## src/source/xif_pkg.sv

```systemverilog
`default_nettype none

package xif_pkg;

  // --------------------------------------------------
  // Channel widths
  // --------------------------------------------------
  localparam int unsigned XLEN       = 32;
  localparam int unsigned ID_W       = 4;
  localparam int unsigned REG_ADDR_W = 5;

  // --------------------------------------------------
  // Core-facing channel payloads
  // --------------------------------------------------

  // Instruction offered by the core with its integer operand
  typedef struct packed {
    logic [XLEN-1:0] instr;
    logic [XLEN-1:0] rs1;
    logic [ID_W-1:0] id;
  } issue_req_t;

  // Answer during the issue transfer
  typedef struct packed {
    logic accept;
    logic writeback;
  } issue_resp_t;

  typedef struct packed {
    logic [ID_W-1:0] id;
    logic            kill;
  } commit_t;

  // we set only when the core's integer register is written
  typedef struct packed {
    logic [ID_W-1:0]       id;
    logic [REG_ADDR_W-1:0] rd;
    logic                  we;
    logic [XLEN-1:0]       data;
  } result_t;

endpackage

`default_nettype wire

```

## src/source/fpu_pkg.sv

```systemverilog
`default_nettype none

package fpu_pkg;

  // --------------------------------------------------
  // Instruction fields
  // --------------------------------------------------
  localparam logic [6:0] OPC_OP_FP  = 7'b1010011;
  localparam logic [6:0] OPC_SYSTEM = 7'b1110011;

  // funct7 with the single-precision fmt bits included
  localparam logic [6:0] F7_SGNJ    = 7'b0010000;
  localparam logic [6:0] F7_CVT_S_W = 7'b1101000;
  localparam logic [6:0] F7_MV_X_W  = 7'b1110000;
  localparam logic [6:0] F7_MV_W_X  = 7'b1111000;

  localparam logic [2:0] F3_SGNJ  = 3'b000;
  localparam logic [2:0] F3_SGNJN = 3'b001;
  localparam logic [2:0] F3_SGNJX = 3'b010;
  localparam logic [2:0] F3_MV    = 3'b000;
  localparam logic [2:0] F3_CSRRW = 3'b001;

  // R-type layout, also covers the CSR address in funct7 and rs2
  typedef struct packed {
    logic [6:0]                     funct7;
    logic [xif_pkg::REG_ADDR_W-1:0] rs2;
    logic [xif_pkg::REG_ADDR_W-1:0] rs1;
    logic [2:0]                     funct3;
    logic [xif_pkg::REG_ADDR_W-1:0] rd;
    logic [6:0]                     opcode;
  } rtype_t;

  // --------------------------------------------------
  // CSRs
  // --------------------------------------------------
  localparam int unsigned              CSR_ADDR_W = 12;
  localparam logic [CSR_ADDR_W-1:0]    CSR_FFLAGS = 12'h001;
  localparam logic [CSR_ADDR_W-1:0]    CSR_FRM    = 12'h002;
  localparam logic [CSR_ADDR_W-1:0]    CSR_FCSR   = 12'h003;
  localparam int unsigned              FFLAGS_W   = 5;
  localparam int unsigned              FRM_W      = 3;
  localparam int unsigned              FLAG_NX    = 0;

  // --------------------------------------------------
  // Single-precision format
  // --------------------------------------------------
  localparam int unsigned         EXP_W        = 8;
  localparam int unsigned         MANT_W       = 23;
  localparam logic [EXP_W-1:0]    EXP_BIAS_TOP = 8'd158;
  localparam int unsigned         SHIFT_CNT_W  = 5;

  typedef enum logic [2:0] {
    OP_SGNJ,
    OP_SGNJN,
    OP_SGNJX,
    OP_MV_X_W,
    OP_MV_W_X,
    OP_CVT_S_W,
    OP_CSRRW,
    OP_NONE
  } fpu_op_e;

  typedef enum logic [1:0] {
    IDLE,
    CONVERT,
    WAIT_COMMIT,
    RESULT
  } ctrl_state_e;

  typedef struct packed {
    fpu_op_e                        op;
    logic [xif_pkg::REG_ADDR_W-1:0] rd;
    logic [xif_pkg::REG_ADDR_W-1:0] rs1;
    logic [xif_pkg::REG_ADDR_W-1:0] rs2;
    logic [CSR_ADDR_W-1:0]          csr_addr;
  } decoded_t;

endpackage

`default_nettype wire

```

## src/source/fpu_decoder.sv

```systemverilog
`timescale 1ns/1ns
`default_nettype none

module fpu_decoder (
  input  logic [xif_pkg::XLEN-1:0] instr_i,
  output fpu_pkg::decoded_t        dec_o,
  output logic                     accept_o,
  output logic                     writeback_o
);

  fpu_pkg::rtype_t                      instr;
  logic [fpu_pkg::CSR_ADDR_W-1:0]       csr_addr;
  logic                                 csr_hit;

  assign instr    = instr_i;
  assign csr_addr = {instr.funct7, instr.rs2};

  // Only the three FP CSRs are claimed
  assign csr_hit = (instr.funct3 == fpu_pkg::F3_CSRRW) &&
                   ((csr_addr == fpu_pkg::CSR_FFLAGS) ||
                    (csr_addr == fpu_pkg::CSR_FRM) ||
                    (csr_addr == fpu_pkg::CSR_FCSR));

  always_comb begin
    dec_o.op       = fpu_pkg::OP_NONE;
    dec_o.rd       = instr.rd;
    dec_o.rs1      = instr.rs1;
    dec_o.rs2      = instr.rs2;
    dec_o.csr_addr = '0;
    case (instr.opcode)
      fpu_pkg::OPC_OP_FP: begin
        case (instr.funct7)
          fpu_pkg::F7_SGNJ: begin
            case (instr.funct3)
              fpu_pkg::F3_SGNJ:  dec_o.op = fpu_pkg::OP_SGNJ;
              fpu_pkg::F3_SGNJN: dec_o.op = fpu_pkg::OP_SGNJN;
              fpu_pkg::F3_SGNJX: dec_o.op = fpu_pkg::OP_SGNJX;
              default: ;
            endcase
          end
          fpu_pkg::F7_MV_X_W: begin
            if (instr.funct3 == fpu_pkg::F3_MV && instr.rs2 == '0) begin
              dec_o.op = fpu_pkg::OP_MV_X_W;
            end
          end
          fpu_pkg::F7_MV_W_X: begin
            if (instr.funct3 == fpu_pkg::F3_MV && instr.rs2 == '0) begin
              dec_o.op = fpu_pkg::OP_MV_W_X;
            end
          end
          // rs2 selects the signed word source, rm is ignored
          fpu_pkg::F7_CVT_S_W: begin
            if (instr.rs2 == '0) begin
              dec_o.op = fpu_pkg::OP_CVT_S_W;
            end
          end
          default: ;
        endcase
      end
      fpu_pkg::OPC_SYSTEM: begin
        if (csr_hit) begin
          dec_o.op       = fpu_pkg::OP_CSRRW;
          dec_o.csr_addr = csr_addr;
        end
      end
      default: ;
    endcase
  end

  assign accept_o    = (dec_o.op != fpu_pkg::OP_NONE);
  assign writeback_o = accept_o;

endmodule

`default_nettype wire

```

## src/source/fpu_controller.sv

```systemverilog
`timescale 1ns/1ns
`default_nettype none

module fpu_controller (
  input  logic                        clk_i,
  input  logic                        arst_n_i,
  input  logic                        issue_valid_i,
  input  logic                        accept_i,
  input  logic [xif_pkg::ID_W-1:0]    issue_id_i,
  input  fpu_pkg::fpu_op_e            op_i,
  input  logic                        msb_set_i,
  input  logic                        commit_valid_i,
  input  xif_pkg::commit_t            commit_i,
  input  logic                        result_ready_i,
  output logic                        issue_ready_o,
  output logic                        capture_o,
  output logic                        shift_o,
  output logic                        result_valid_o,
  output logic                        commit_we_o,
  output fpu_pkg::ctrl_state_e        state_o,
  output logic [xif_pkg::ID_W-1:0]    result_id_o,
  output logic                        int_we_o,
  output logic                        fp_we_o
);

  fpu_pkg::ctrl_state_e            state_q;
  fpu_pkg::ctrl_state_e            state_d;
  fpu_pkg::fpu_op_e                op_q;
  logic [xif_pkg::ID_W-1:0]        id_q;
  logic                            committed_q;
  logic                            killed_q;
  logic                            commit_hit;
  logic                            commit_seen;
  logic                            kill_seen;

  // --------------------------------------------------
  // Commit tracking
  // --------------------------------------------------

  // First matching commit after issue wins
  assign commit_hit  = commit_valid_i && (commit_i.id == id_q) && !committed_q &&
                       (state_q != fpu_pkg::IDLE);
  assign commit_seen = committed_q || commit_hit;
  assign kill_seen   = committed_q ? killed_q : commit_i.kill;

  // --------------------------------------------------
  // Next state
  // --------------------------------------------------
  always_comb begin
    state_d = state_q;
    case (state_q)
      fpu_pkg::IDLE: begin
        if (capture_o) begin
          // Already normalised magnitudes skip CONVERT
          if (op_i == fpu_pkg::OP_CVT_S_W && !msb_set_i) begin
            state_d = fpu_pkg::CONVERT;
          end else begin
            state_d = fpu_pkg::WAIT_COMMIT;
          end
        end
      end
      fpu_pkg::CONVERT: begin
        if (msb_set_i) begin
          state_d = fpu_pkg::WAIT_COMMIT;
        end
      end
      fpu_pkg::WAIT_COMMIT: begin
        if (commit_seen) begin
          state_d = kill_seen ? fpu_pkg::IDLE : fpu_pkg::RESULT;
        end
      end
      fpu_pkg::RESULT: begin
        if (result_ready_i) begin
          state_d = fpu_pkg::IDLE;
        end
      end
      default: state_d = fpu_pkg::IDLE;
    endcase
  end

  always_ff @(posedge clk_i or negedge arst_n_i) begin
    if (!arst_n_i) begin
      state_q     <= fpu_pkg::IDLE;
      op_q        <= fpu_pkg::OP_NONE;
      committed_q <= 1'b0;
      killed_q    <= 1'b0;
    end else begin
      state_q <= state_d;
      if (capture_o) begin
        op_q        <= op_i;
        committed_q <= 1'b0;
        killed_q    <= 1'b0;
      end else if (commit_hit) begin
        committed_q <= 1'b1;
        killed_q    <= commit_i.kill;
      end
    end
  end

  always_ff @(posedge clk_i) begin
    if (capture_o) begin
      id_q <= issue_id_i;
    end
  end

  // --------------------------------------------------
  // Outputs
  // --------------------------------------------------
  assign issue_ready_o  = (state_q == fpu_pkg::IDLE);
  assign capture_o      = issue_ready_o && issue_valid_i && accept_i;
  assign shift_o        = (state_q == fpu_pkg::CONVERT);
  assign result_valid_o = (state_q == fpu_pkg::RESULT);
  assign commit_we_o    = result_valid_o && result_ready_i;
  assign state_o        = state_q;
  assign result_id_o    = id_q;

  // Integer destinations go back to the core, the rest to the FP file
  assign int_we_o = (op_q == fpu_pkg::OP_MV_X_W) || (op_q == fpu_pkg::OP_CSRRW);
  assign fp_we_o  = commit_we_o && !int_we_o;

endmodule

`default_nettype wire

```

## src/source/norm_counter.sv

```systemverilog
`timescale 1ns/1ns
`default_nettype none

module norm_counter (
  input  logic                       clk_i,
  input  logic                       arst_n_i,
  input  logic                       load_i,
  input  logic                       step_i,
  output logic [fpu_pkg::EXP_W-1:0]  exponent_o
);

  logic [fpu_pkg::SHIFT_CNT_W-1:0] count_q;

  // Number of left shifts applied to the magnitude so far
  always_ff @(posedge clk_i or negedge arst_n_i) begin
    if (!arst_n_i) begin
      count_q <= '0;
    end else if (load_i) begin
      count_q <= '0;
    end else if (step_i) begin
      count_q <= count_q + 1'b1;
    end
  end

  // Each shift lowers the exponent by one
  assign exponent_o = fpu_pkg::EXP_BIAS_TOP -
                      {{(fpu_pkg::EXP_W - fpu_pkg::SHIFT_CNT_W){1'b0}}, count_q};

endmodule

`default_nettype wire

```

## src/source/fpu_exec.sv

```systemverilog
`timescale 1ns/1ns
`default_nettype none

module fpu_exec (
  input  logic                       clk_i,
  input  logic                       arst_n_i,
  input  logic                       capture_i,
  input  logic                       shift_i,
  input  fpu_pkg::decoded_t          dec_i,
  input  logic [xif_pkg::XLEN-1:0]   int_operand_i,
  input  logic [xif_pkg::XLEN-1:0]   fs1_i,
  input  logic [xif_pkg::XLEN-1:0]   fs2_i,
  input  logic [fpu_pkg::EXP_W-1:0]  exponent_i,
  input  logic [xif_pkg::XLEN-1:0]   csr_rdata_i,
  output logic                       msb_set_o,
  output logic [xif_pkg::XLEN-1:0]   result_data_o,
  output logic                       nx_o,
  output fpu_pkg::decoded_t          dec_o,
  output logic [xif_pkg::XLEN-1:0]   csr_wdata_o
);

  fpu_pkg::decoded_t               dec_q;
  logic [xif_pkg::XLEN-1:0]        int_q;
  logic [xif_pkg::XLEN-1:0]        fs1_q;
  logic [xif_pkg::XLEN-1:0]        fs2_q;
  logic [xif_pkg::XLEN-1:0]        mag_q;
  logic [xif_pkg::XLEN-1:0]        mag_d;
  logic                            sign_q;
  logic                            inj_sign;
  logic [xif_pkg::XLEN-1:0]        cvt_result;

  always_ff @(posedge clk_i or negedge arst_n_i) begin
    if (!arst_n_i) begin
      dec_q <= '{op: fpu_pkg::OP_NONE, default: '0};
    end else if (capture_i) begin
      dec_q <= dec_i;
    end
  end

  // --------------------------------------------------
  // Operand capture and normalising shift register
  // --------------------------------------------------
  always_comb begin
    mag_d = mag_q;
    if (capture_i) begin
      mag_d = int_operand_i[xif_pkg::XLEN-1] ? -int_operand_i : int_operand_i;
    end else if (shift_i) begin
      mag_d = mag_q << 1;
    end
  end

  always_ff @(posedge clk_i) begin
    if (capture_i) begin
      int_q  <= int_operand_i;
      fs1_q  <= fs1_i;
      fs2_q  <= fs2_i;
      sign_q <= int_operand_i[xif_pkg::XLEN-1];
    end
    mag_q <= mag_d;
  end

  // Looks one step ahead so CONVERT ends on the last shift; zero needs none
  assign msb_set_o = mag_d[xif_pkg::XLEN-1] || (mag_d == '0);

  // --------------------------------------------------
  // Result forming
  // --------------------------------------------------
  always_comb begin
    case (dec_q.op)
      fpu_pkg::OP_SGNJN: inj_sign = !fs2_q[xif_pkg::XLEN-1];
      fpu_pkg::OP_SGNJX: inj_sign = fs1_q[xif_pkg::XLEN-1] ^ fs2_q[xif_pkg::XLEN-1];
      default:           inj_sign = fs2_q[xif_pkg::XLEN-1];
    endcase
  end

  // Hidden bit dropped, remaining bits truncated
  assign cvt_result = (mag_q == '0) ? '0 :
                      {sign_q, exponent_i, mag_q[xif_pkg::XLEN-2 -: fpu_pkg::MANT_W]};

  always_comb begin
    case (dec_q.op)
      fpu_pkg::OP_SGNJ,
      fpu_pkg::OP_SGNJN,
      fpu_pkg::OP_SGNJX:  result_data_o = {inj_sign, fs1_q[xif_pkg::XLEN-2:0]};
      fpu_pkg::OP_MV_X_W:  result_data_o = fs1_q;
      fpu_pkg::OP_MV_W_X:  result_data_o = int_q;
      fpu_pkg::OP_CVT_S_W: result_data_o = cvt_result;
      fpu_pkg::OP_CSRRW:   result_data_o = csr_rdata_i;
      default:             result_data_o = '0;
    endcase
  end

  // Any one below the kept mantissa makes the result inexact
  assign nx_o = (dec_q.op == fpu_pkg::OP_CVT_S_W) &&
                (|mag_q[xif_pkg::XLEN-2-fpu_pkg::MANT_W:0]);

  assign dec_o       = dec_q;
  assign csr_wdata_o = int_q;

endmodule

`default_nettype wire

```

## src/source/fpu_regfile.sv

```systemverilog
`timescale 1ns/1ns
`default_nettype none

module fpu_regfile (
  input  logic                             clk_i,
  input  logic                             arst_n_i,
  input  logic [xif_pkg::REG_ADDR_W-1:0]   raddr1_i,
  input  logic [xif_pkg::REG_ADDR_W-1:0]   raddr2_i,
  input  logic [xif_pkg::REG_ADDR_W-1:0]   waddr_i,
  input  logic [xif_pkg::XLEN-1:0]         wdata_i,
  input  logic                             we_i,
  output logic [xif_pkg::XLEN-1:0]         rdata1_o,
  output logic [xif_pkg::XLEN-1:0]         rdata2_o
);

  logic [xif_pkg::XLEN-1:0] regs_q [2**xif_pkg::REG_ADDR_W];

  // f0 is an ordinary register here
  always_ff @(posedge clk_i or negedge arst_n_i) begin
    if (!arst_n_i) begin
      for (int i = 0; i < 2**xif_pkg::REG_ADDR_W; i++) begin
        regs_q[i] <= '0;
      end
    end else if (we_i) begin
      regs_q[waddr_i] <= wdata_i;
    end
  end

  assign rdata1_o = regs_q[raddr1_i];
  assign rdata2_o = regs_q[raddr2_i];

endmodule

`default_nettype wire

```

## src/source/fpu_csr.sv

```systemverilog
`timescale 1ns/1ns
`default_nettype none

module fpu_csr (
  input  logic                              clk_i,
  input  logic                              arst_n_i,
  input  logic [fpu_pkg::CSR_ADDR_W-1:0]    addr_i,
  input  logic [xif_pkg::XLEN-1:0]          wdata_i,
  input  logic                              we_i,
  input  logic                              nx_i,
  output logic [xif_pkg::XLEN-1:0]          rdata_o
);

  logic [fpu_pkg::FFLAGS_W-1:0] fflags_q;
  logic [fpu_pkg::FRM_W-1:0]    frm_q;

  // Old value of the addressed CSR
  always_comb begin
    rdata_o = '0;
    case (addr_i)
      fpu_pkg::CSR_FFLAGS: rdata_o[fpu_pkg::FFLAGS_W-1:0] = fflags_q;
      fpu_pkg::CSR_FRM:    rdata_o[fpu_pkg::FRM_W-1:0]    = frm_q;
      fpu_pkg::CSR_FCSR: begin
        rdata_o[fpu_pkg::FFLAGS_W+fpu_pkg::FRM_W-1:0] = {frm_q, fflags_q};
      end
      default: ;
    endcase
  end

  always_ff @(posedge clk_i or negedge arst_n_i) begin
    if (!arst_n_i) begin
      fflags_q <= '0;
      frm_q    <= '0;
    end else if (we_i) begin
      case (addr_i)
        fpu_pkg::CSR_FFLAGS: fflags_q <= wdata_i[fpu_pkg::FFLAGS_W-1:0];
        fpu_pkg::CSR_FRM:    frm_q    <= wdata_i[fpu_pkg::FRM_W-1:0];
        fpu_pkg::CSR_FCSR: begin
          fflags_q <= wdata_i[fpu_pkg::FFLAGS_W-1:0];
          frm_q    <= wdata_i[fpu_pkg::FFLAGS_W +: fpu_pkg::FRM_W];
        end
        // Non-CSR commit, sticky inexact from a conversion
        default: begin
          if (nx_i) begin
            fflags_q[fpu_pkg::FLAG_NX] <= 1'b1;
          end
        end
      endcase
    end
  end

endmodule

`default_nettype wire

```

## src/source/fpu_ss_top.sv

```systemverilog
`timescale 1ns/1ns
`default_nettype none

module fpu_ss_top (
  input  logic                  clk_i,
  input  logic                  arst_n_i,

  // Issue channel
  input  logic                  issue_valid_i,
  output logic                  issue_ready_o,
  input  xif_pkg::issue_req_t   issue_req_i,
  output xif_pkg::issue_resp_t  issue_resp_o,

  // Commit channel
  input  logic                  commit_valid_i,
  input  xif_pkg::commit_t      commit_i,

  // Result channel
  output logic                  result_valid_o,
  input  logic                  result_ready_i,
  output xif_pkg::result_t      result_o
);

  fpu_pkg::decoded_t                dec;
  fpu_pkg::decoded_t                held_dec;
  logic                             capture;
  logic                             shift;
  logic                             msb_set;
  logic                             commit_we;
  logic                             fp_we;
  logic                             nx;
  logic [fpu_pkg::EXP_W-1:0]        exponent;
  logic [xif_pkg::XLEN-1:0]         fs1;
  logic [xif_pkg::XLEN-1:0]         fs2;
  logic [xif_pkg::XLEN-1:0]         csr_rdata;
  logic [xif_pkg::XLEN-1:0]         csr_wdata;

  assign result_o.rd = held_dec.rd;

  // --------------------------------------------------
  // Decode and control
  // --------------------------------------------------
  fpu_decoder fpu_decoder_i (
    .instr_i     (issue_req_i.instr),
    .dec_o       (dec),
    .accept_o    (issue_resp_o.accept),
    .writeback_o (issue_resp_o.writeback)
  );

  fpu_controller fpu_controller_i (
    .clk_i          (clk_i),
    .arst_n_i       (arst_n_i),
    .issue_valid_i  (issue_valid_i),
    .accept_i       (issue_resp_o.accept),
    .issue_id_i     (issue_req_i.id),
    .op_i           (dec.op),
    .msb_set_i      (msb_set),
    .commit_valid_i (commit_valid_i),
    .commit_i       (commit_i),
    .result_ready_i (result_ready_i),
    .issue_ready_o  (issue_ready_o),
    .capture_o      (capture),
    .shift_o        (shift),
    .result_valid_o (result_valid_o),
    .commit_we_o    (commit_we),
    .state_o        (),
    .result_id_o    (result_o.id),
    .int_we_o       (result_o.we),
    .fp_we_o        (fp_we)
  );

  // --------------------------------------------------
  // Datapath and state
  // --------------------------------------------------
  norm_counter norm_counter_i (
    .clk_i      (clk_i),
    .arst_n_i   (arst_n_i),
    .load_i     (capture),
    .step_i     (shift),
    .exponent_o (exponent)
  );

  fpu_exec fpu_exec_i (
    .clk_i         (clk_i),
    .arst_n_i      (arst_n_i),
    .capture_i     (capture),
    .shift_i       (shift),
    .dec_i         (dec),
    .int_operand_i (issue_req_i.rs1),
    .fs1_i         (fs1),
    .fs2_i         (fs2),
    .exponent_i    (exponent),
    .csr_rdata_i   (csr_rdata),
    .msb_set_o     (msb_set),
    .result_data_o (result_o.data),
    .nx_o          (nx),
    .dec_o         (held_dec),
    .csr_wdata_o   (csr_wdata)
  );

  fpu_regfile fpu_regfile_i (
    .clk_i    (clk_i),
    .arst_n_i (arst_n_i),
    .raddr1_i (dec.rs1),
    .raddr2_i (dec.rs2),
    .waddr_i  (held_dec.rd),
    .wdata_i  (result_o.data),
    .we_i     (fp_we),
    .rdata1_o (fs1),
    .rdata2_o (fs2)
  );

  fpu_csr fpu_csr_i (
    .clk_i    (clk_i),
    .arst_n_i (arst_n_i),
    .addr_i   (held_dec.csr_addr),
    .wdata_i  (csr_wdata),
    .we_i     (commit_we),
    .nx_i     (nx),
    .rdata_o  (csr_rdata)
  );

endmodule

`default_nettype wire

```

## config.mk

```make
export PLATFORM = sky130hd
export DESIGN_NAME = fpu_ss_top
export DESIGN_NICKNAME = d
export VERILOG_FILES = /design/src/source/xif_pkg.sv /design/src/source/fpu_pkg.sv /design/src/source/fpu_decoder.sv /design/src/source/fpu_controller.sv /design/src/source/norm_counter.sv /design/src/source/fpu_exec.sv /design/src/source/fpu_regfile.sv /design/src/source/fpu_csr.sv /design/src/source/fpu_ss_top.sv
export SDC_FILE = /design/constraint.sdc
export NUM_CORES = 2
export LEC_CHECK = 0
export ABC_AREA = 1
export BUFFER_PORTS_ARGS = -buffer_cell sky130_fd_sc_hd__buf_4
export CORE_MARGIN = 2
export CORE_UTILIZATION = 65
export DETAILED_ROUTE_END_ITERATION = 8
export PLACE_DENSITY = 0.82
export SYNTH_ARGS = -nofsm -noshare
export SYNTH_HDL_FRONTEND = slang
export SYNTH_SLANG_ARGS = --single-unit
```

## constraint.sdc

```tcl
create_clock -name clk_i -period 12 [get_ports clk_i]
set_input_delay 1.2 -clock clk_i [delete_from_list [all_inputs] [get_ports clk_i]]
set_output_delay 1.2 -clock clk_i [all_outputs]
set_load 0.01 [all_outputs]
```

# After elaboration in Yosys (flattened, before gate mapping)
# Cells that the tools add are included.
# Widths: inputs -> output; s select.
classes:
  add_sub_neg: 3
  order_cmp: 4
  n_eq_ne: 30
  mux: 44
  n_bitwise: 5
  reduce_logical: 39
ops:
  columns: ["op", "n"]
  rows:
  - ["$bwmux 1024", 1]
  - ["$bmux 32 s5", 2]
  - ["$mux 32", 9]
  - ["$demux 32 s5", 1]
  - ["$pmux 32 s5", 1]
  - ["$logic_not 32->1", 2]
  - ["$eq 12x2->1 const B", 4]
  - ["$eq 7x7->1 const B", 5]
  - ["$neg 32->32", 1]
  - ["$eq 12x1->1 const B", 2]
  - ["$mux 12", 2]
  - ["$ge 6x6->1 const B", 3]
  - ["$mux 2", 9]
  - ["$not 5->6", 3]
  - ["$pmux 3 s2", 3]
  - ["$eq 3x3->1 const B", 4]
  - ["$logic_and 1x1->1", 12]
  - ["$pmux 3 s4", 1]
  - ["$mux 5", 2]
  - ["$reduce_bool 2->1", 5]
  - ["$eq 3x2->1 const B", 3]
  - ["$pmux 3 s3", 1]
  - ["$pmux 2 s4", 1]
  - ["$reduce_or 8->1", 1]
  - ["26 further kinds", 47]
word_totals:
  register_bits: 1194
  in_bits: 78
  output_inout_bits: 46
  wordCells: 173

# Longest topological paths before layout
depth:
  depth_word: 16
  depth_mapped: 24
  ltp_nobuf: 22

# Cells and area by module
# Synthesis repeated with hierarchy kept, for this count alone.
unflattened:
  cells_unflattened: 9499
  area_unflattened_um2: 65302.6
modules_own_cells:
  columns: ["mod", "n_inst", "cells_each", "area_each_um2", "seq_area_each_um2"]
  rows:
  - ["fpu_regfile", 1, 8309, 56435.4, 25624.6]
  - ["fpu_exec", 1, 835, 6545.0, 3347.0]
  - ["fpu_csr", 1, 123, 790.8, 200.2]
  - ["fpu_controller", 1, 84, 630.6, 299.0]
  - ["fpu_decoder", 1, 103, 570.5, 0.0]
  - ["norm_counter", 1, 45, 330.3, 125.1]

# Worst setup path before layout
# OpenSTA, ideal clock, no wires.
synth_path:
  kind: "input to register"
  start: "input issue_req_i[57] (netlist name)"
  end: "register fpu_controller_i.id_q, in the netlist fpu_controller_i.result_id_o[0] (enable)"
  setup_ns: 0.460
  arrival_ns: 4.544
  required_ns: 11.540
  setup_slack_ns: 6.996
  path_stages: 14
  n_path_buf: 3
  cell_sequence: "buf_6 > nor2_4 > nand2_1 > nor2_1 > nand2_1 > nand2_2 > nand2_1 > nor2_1 > nor2_2 > nand3_2 > nand2_4 > inv_1 > clkbuf_1 > buf_1"
synth_between:
  elab_chain_len: 8
  word_cells_on_any_way: 16
  cone_classes: "eq/ne: 4; mux: 6; reduce/logical: 6"
synth_rtl:
  columns: ["item", "line", "source"]
  rows:
  - ["start, declared", "fpu_ss_top.sv:11", "input xif_pkg::issue_req_t issue_req_i,"]
  - ["$eq 12x1->1 / $eq 12x2->1 (equally long branches)", "fpu_decoder.sv:20, fpu_decoder.sv:21", null]
  - ["$logic_or 1x1->1", "fpu_decoder.sv:20", "((csr_addr == fpu_pkg::CSR_FFLAGS) ||"]
  - ["$logic_or 1x1->1", "fpu_decoder.sv:21", "(csr_addr == fpu_pkg::CSR_FRM) ||"]
  - ["$logic_and 1x1->1", "fpu_decoder.sv:19", "assign csr_hit = (instr.funct3 == fpu_pkg::F3_CSRRW) &&"]
  - ["$mux 1", "fpu_decoder.sv:61", "if (csr_hit) begin"]
  - ["$pmux 3 s2 *", "fpu_decoder.sv:30", "case (instr.opcode)"]
  - ["$ne 3x3->1 *", "fpu_decoder.sv:70", "assign accept_o = (dec_o.op != fpu_pkg::OP_NONE);"]
  - ["$logic_and 1x1->1 *", "fpu_controller.sv:110", "assign capture_o = issue_ready_o && issue_valid_i && accept_i;"]
  - ["end signal, assigned", "fpu_controller.sv:102", "id_q <= issue_id_i;"]
  - ["end, declared", "fpu_controller.sv:29", "logic [xif_pkg::ID_W-1:0] id_q;"]
# Every way passes the cells marked *; elsewhere a longest branch is shown, timed or not.
# A chain may end at the register's enable or synchronous reset.

==> run_results.csv <==
group,metric,value,unit
run_status,outcome,"completed",
pwr,p_total,9.55,mW
final_layout,area_growth,9.74,%
yosys,synthTopCellsByCount,"1,594 x o21ai_0, 1,383 x nand2_1, 1,058 x dfrtp_1",
yosys,ys_seq_area_share,55.3,%
route,drt-met1-wl,63600,µm
yosys,syn_area,52900,µm²
worst_setup_path,worstPathRequired,10.80,ns
job,drv_cap,0,
timing,final_hold_viol_count,0,
die,initial_utilization,65.7,%
placed_design,hpwl,93800,µm
worst_setup_path,r2r_cells,9,
die,ios,124,
worst_setup_path,cp.arrival,4.29,ns
worst_setup_path,crit_path_end_kind,"primary output",
final_layout,fill_cells,5948,
placed_design,post-place-ws,7.16,ns
timing,rsz0062_at_grt,"no",
yosys,yosys_most_used_dff,"dfrtp_1",
route,wl_met3,21900,µm
route,vias,47542,
min_path,min-delay-start,"fpu_regfile_i.regs_q[596]",
final_layout,multi_input_area,20800,µm²
timing,slew_violations,0,
final_layout,antenna_cells,0,
yosys,yosysMostFrequentCell,"o21ai_0",
min_path,worstHoldEndpoint,"fpu_regfile_i.regs_q[596]",
clock_network,cts_tree,"built",
timing,setup-violations-final,0,
route,ant_nets,0,
final_layout,drive_gt1_share,8.23,%
die,row_count,104,
final_layout,design_area,58100,µm²
clock_network,clk_pin_slew_worst_paths,0.06,ns
timing,max_freq,0.182,GHz
die,core,80500,µm²
yosys,ys_async_sr_fraction,91.3,%
placed_design,place_area,54300,µm²
timing,worst_pin_slew,1.24,ns
yosys,yosys_register_bits,1162,
pwr,leakage,25.9,nW
clock_network,cts_root_buffer,"clkbuf_16",
clock_network,clockBufferDepth,3,
worst_setup_path,r2r_start,"fpu_exec_i.dec_o[29]",
timing,finClkSkew,0.0306,ns
yosys,synth_top_cells_by_area,"dfrtp_1 50%, o21ai_0 15%, nand2_1 9.8%",
pwr,pwr-share-comb,17.5,%
min_path,hold_class,"reg2reg",
yosys,synth.distinct_cells,57,
pwr,p_sw,2.92,mW
worst_setup_path,r2r_slack,7.69,ns
worst_setup_path,cp_max_fo,33,
yosys,yosys_warnings,0,
pwr,swShare,30.6,%
worst_setup_path,path_class,"reg2out",
clock_network,cts_resized,0,
pwr,power_frac_seq,44.3,%
route,first_pass_iters,8,
clock_network,post_cts.repair.setup_buffers,0,
placed_design,gp_congestion,0.971,
route,maxUsedRoutingLayer,"met5",
clock_network,hold_buffers,0,
grt,antenna_found_initial,1,
timing,tns,0,ns
clock_network,cts-buffers-inserted,115,
timing,relSlewSlack,17.7,%
route,vias_per_cell,6.59,
yosys,syn_area_per_cell,8.44,µm²
clock_network,clkLatencyLatePin,0.71,ns
grt,grt_max_degree,202,
clock_network,h-tree-depth,3,
die,die_w,289,µm
pwr,peakVddDrop,0.136,mV
pwr,p_int,6.63,mW
clock_network,cts.sinks,1162,
yosys,yosysTopAreaCell,"dfrtp_1",
final_layout,final_util,72.1,%
worst_setup_path,crit_path_start_kind,"flop",
route,wirelength,171000,µm
timing,timing.final.ws_setup,6.51,ns
die,die_y,289,µm
yosys,synthCells,6269,
pwr,power.density,164,nW/µm²
final_layout,seq_area,29300,µm²
placed_design,port_buffers,123,
grt,grt_usage,40.9,%
yosys,synthesis.nets,6349,
timing,period_share,45.8,%
route,wl_met2,74200,µm
yosys,yosysTopAreaCellShare,50.0,%
die,die_area,83700,µm²
timing,final_period_minus_worst_setup_slack,5.49,ns
final_layout,nets,6141,
route,drcViolationCount,0,
route,drtIter0Drc,6546,
grt,first_global_vias,44825,
worst_setup_path,reg2reg_to,"fpu_regfile_i.regs_q[627]",
route,wl_per_cell,23.7,µm
grt,grt_pass1_wl,261000,µm
yosys,synth_edf_count,69,
pwr,power.share.clock,38.2,%
grt,overflow,0,
min_path,hold-path-cell-count,2,
-- placed cells by master, fill, tap and decap left out, drive strengths merged, types with 19 or more instances in the layout --
cell	Yosys	final
nand3	143	143
a21oi	122	122
a32oi	27	27
nor2	546	546
clkinv	5	35
nand2	1390	1390
inv	303	302
dfxtp	32	32
edfxtp	69	69
o221ai	165	165
dfrtp	1058	1058
nor3	24	24
xor2	20	20
a221oi	19	19
buf	39	210
a31oi	46	46
clkbuf	496	181
o211ai	54	54
o22ai	24	24
a32o	19	19
o21ai	1604	1604
-- power by group through the flow --
stage	clock (mW)	sequential (mW)	combinational (mW)
CTS	3.64	4.22	1.63
global placement	0	4.29	1.60
floorplan	0	4.23	0.957
global route	3.81	4.24	1.81
detailed placement	0	4.29	1.62
finish	3.65	4.23	1.67
-- metrics by stage --
step           cells  hold WS [ns]
6_report        7219         0.479
5_1_grt         7219         0.499
4_1_cts         7219         0.482
3_5_place_dp    7004         0.467
3_3_place_gp    7004         0.460
2_1_floorplan   6269         0.448
-- metal layers --
layer  vias to the layer above  GRT usage [%]
met5                         -              0
met4                         2           23.8
met3                       735           10.0
met2                      3235           60.9
met1                     22784           55.0
li1                      20786              -
-- kinds of logic (layout without fill, tap and decap cells) --
logic type | Yosys count | after routing | synth area share, %
AO/OA/AOI/OAI | 2094 | 2094 | 22.1
XOR/XNOR | 27 | 27 | 0.447
adder cells (fa/ha/maj) | 2 | 2 | 0.0473
buffers and inverters | 843 | 733 | 6.11
flip-flops | 1162 | 1162 | 55.3
multiplexers | 6 | 6 | 0.118
AND/OR/NAND/NOR | 2135 | 2135 | 15.9
-- area by class of cell --
class / count / share of cell area [%]
inverters: 308 / 2.03
flip-flops and latches: 1162 / 50.4
repair buffers: 210 / 2.88
multi-input cells: 4264 / 35.8
well taps: 1060 / 2.28
clock inverters: 34 / 0.558
clock buffers: 181 / 6.04
-- critical path, cell delays in order (launching register included) --
cell and delay, ns:
dfstp_2 0.44, inv_2 0.72, nor3_4 0.02, buf_4 0.33
inv_1 0.18, nor2_1 0.06, a221oi_1 0.32, and2_1 0.97
inv_1 0.29, buf_4 0.26
-- registers in the layout (all words and copies together) (netlist names) --
name,flops
fpu_controller_i.killed_q,1
norm_counter_i.count_q,5
fpu_controller_i.result_id_o,4
fpu_exec_i.dec_o,20
fpu_exec_i.fs2_q,1
fpu_controller_i.committed_q,1
fpu_csr_i.fflags_q,5
fpu_exec_i.csr_wdata_o,31
fpu_controller_i.state_o,2
fpu_exec_i.sign_q,1
fpu_exec_i.fs1_q,32
fpu_regfile_i.regs_q,1024
fpu_exec_i.mag_q,32
fpu_csr_i.frm_q,3
-- worst max path at each step --
stage	from	end	cells past startpoint
after floorplan	issue_req_i[57]	fpu_controller_i.result_id_o[0]	14
after global placement	issue_req_i[51]	fpu_exec_i.fs1_q[0]	11
after detailed placement	issue_req_i[51]	fpu_exec_i.fs1_q[0]	11
after CTS	fpu_exec_i.dec_o[29]	result_o[11]	7
after global routing	fpu_exec_i.dec_o[29]	result_o[5]	9
final	fpu_exec_i.dec_o[29]	result_o[5]	9
No activity file was read; power rests on OpenSTA's default activity.
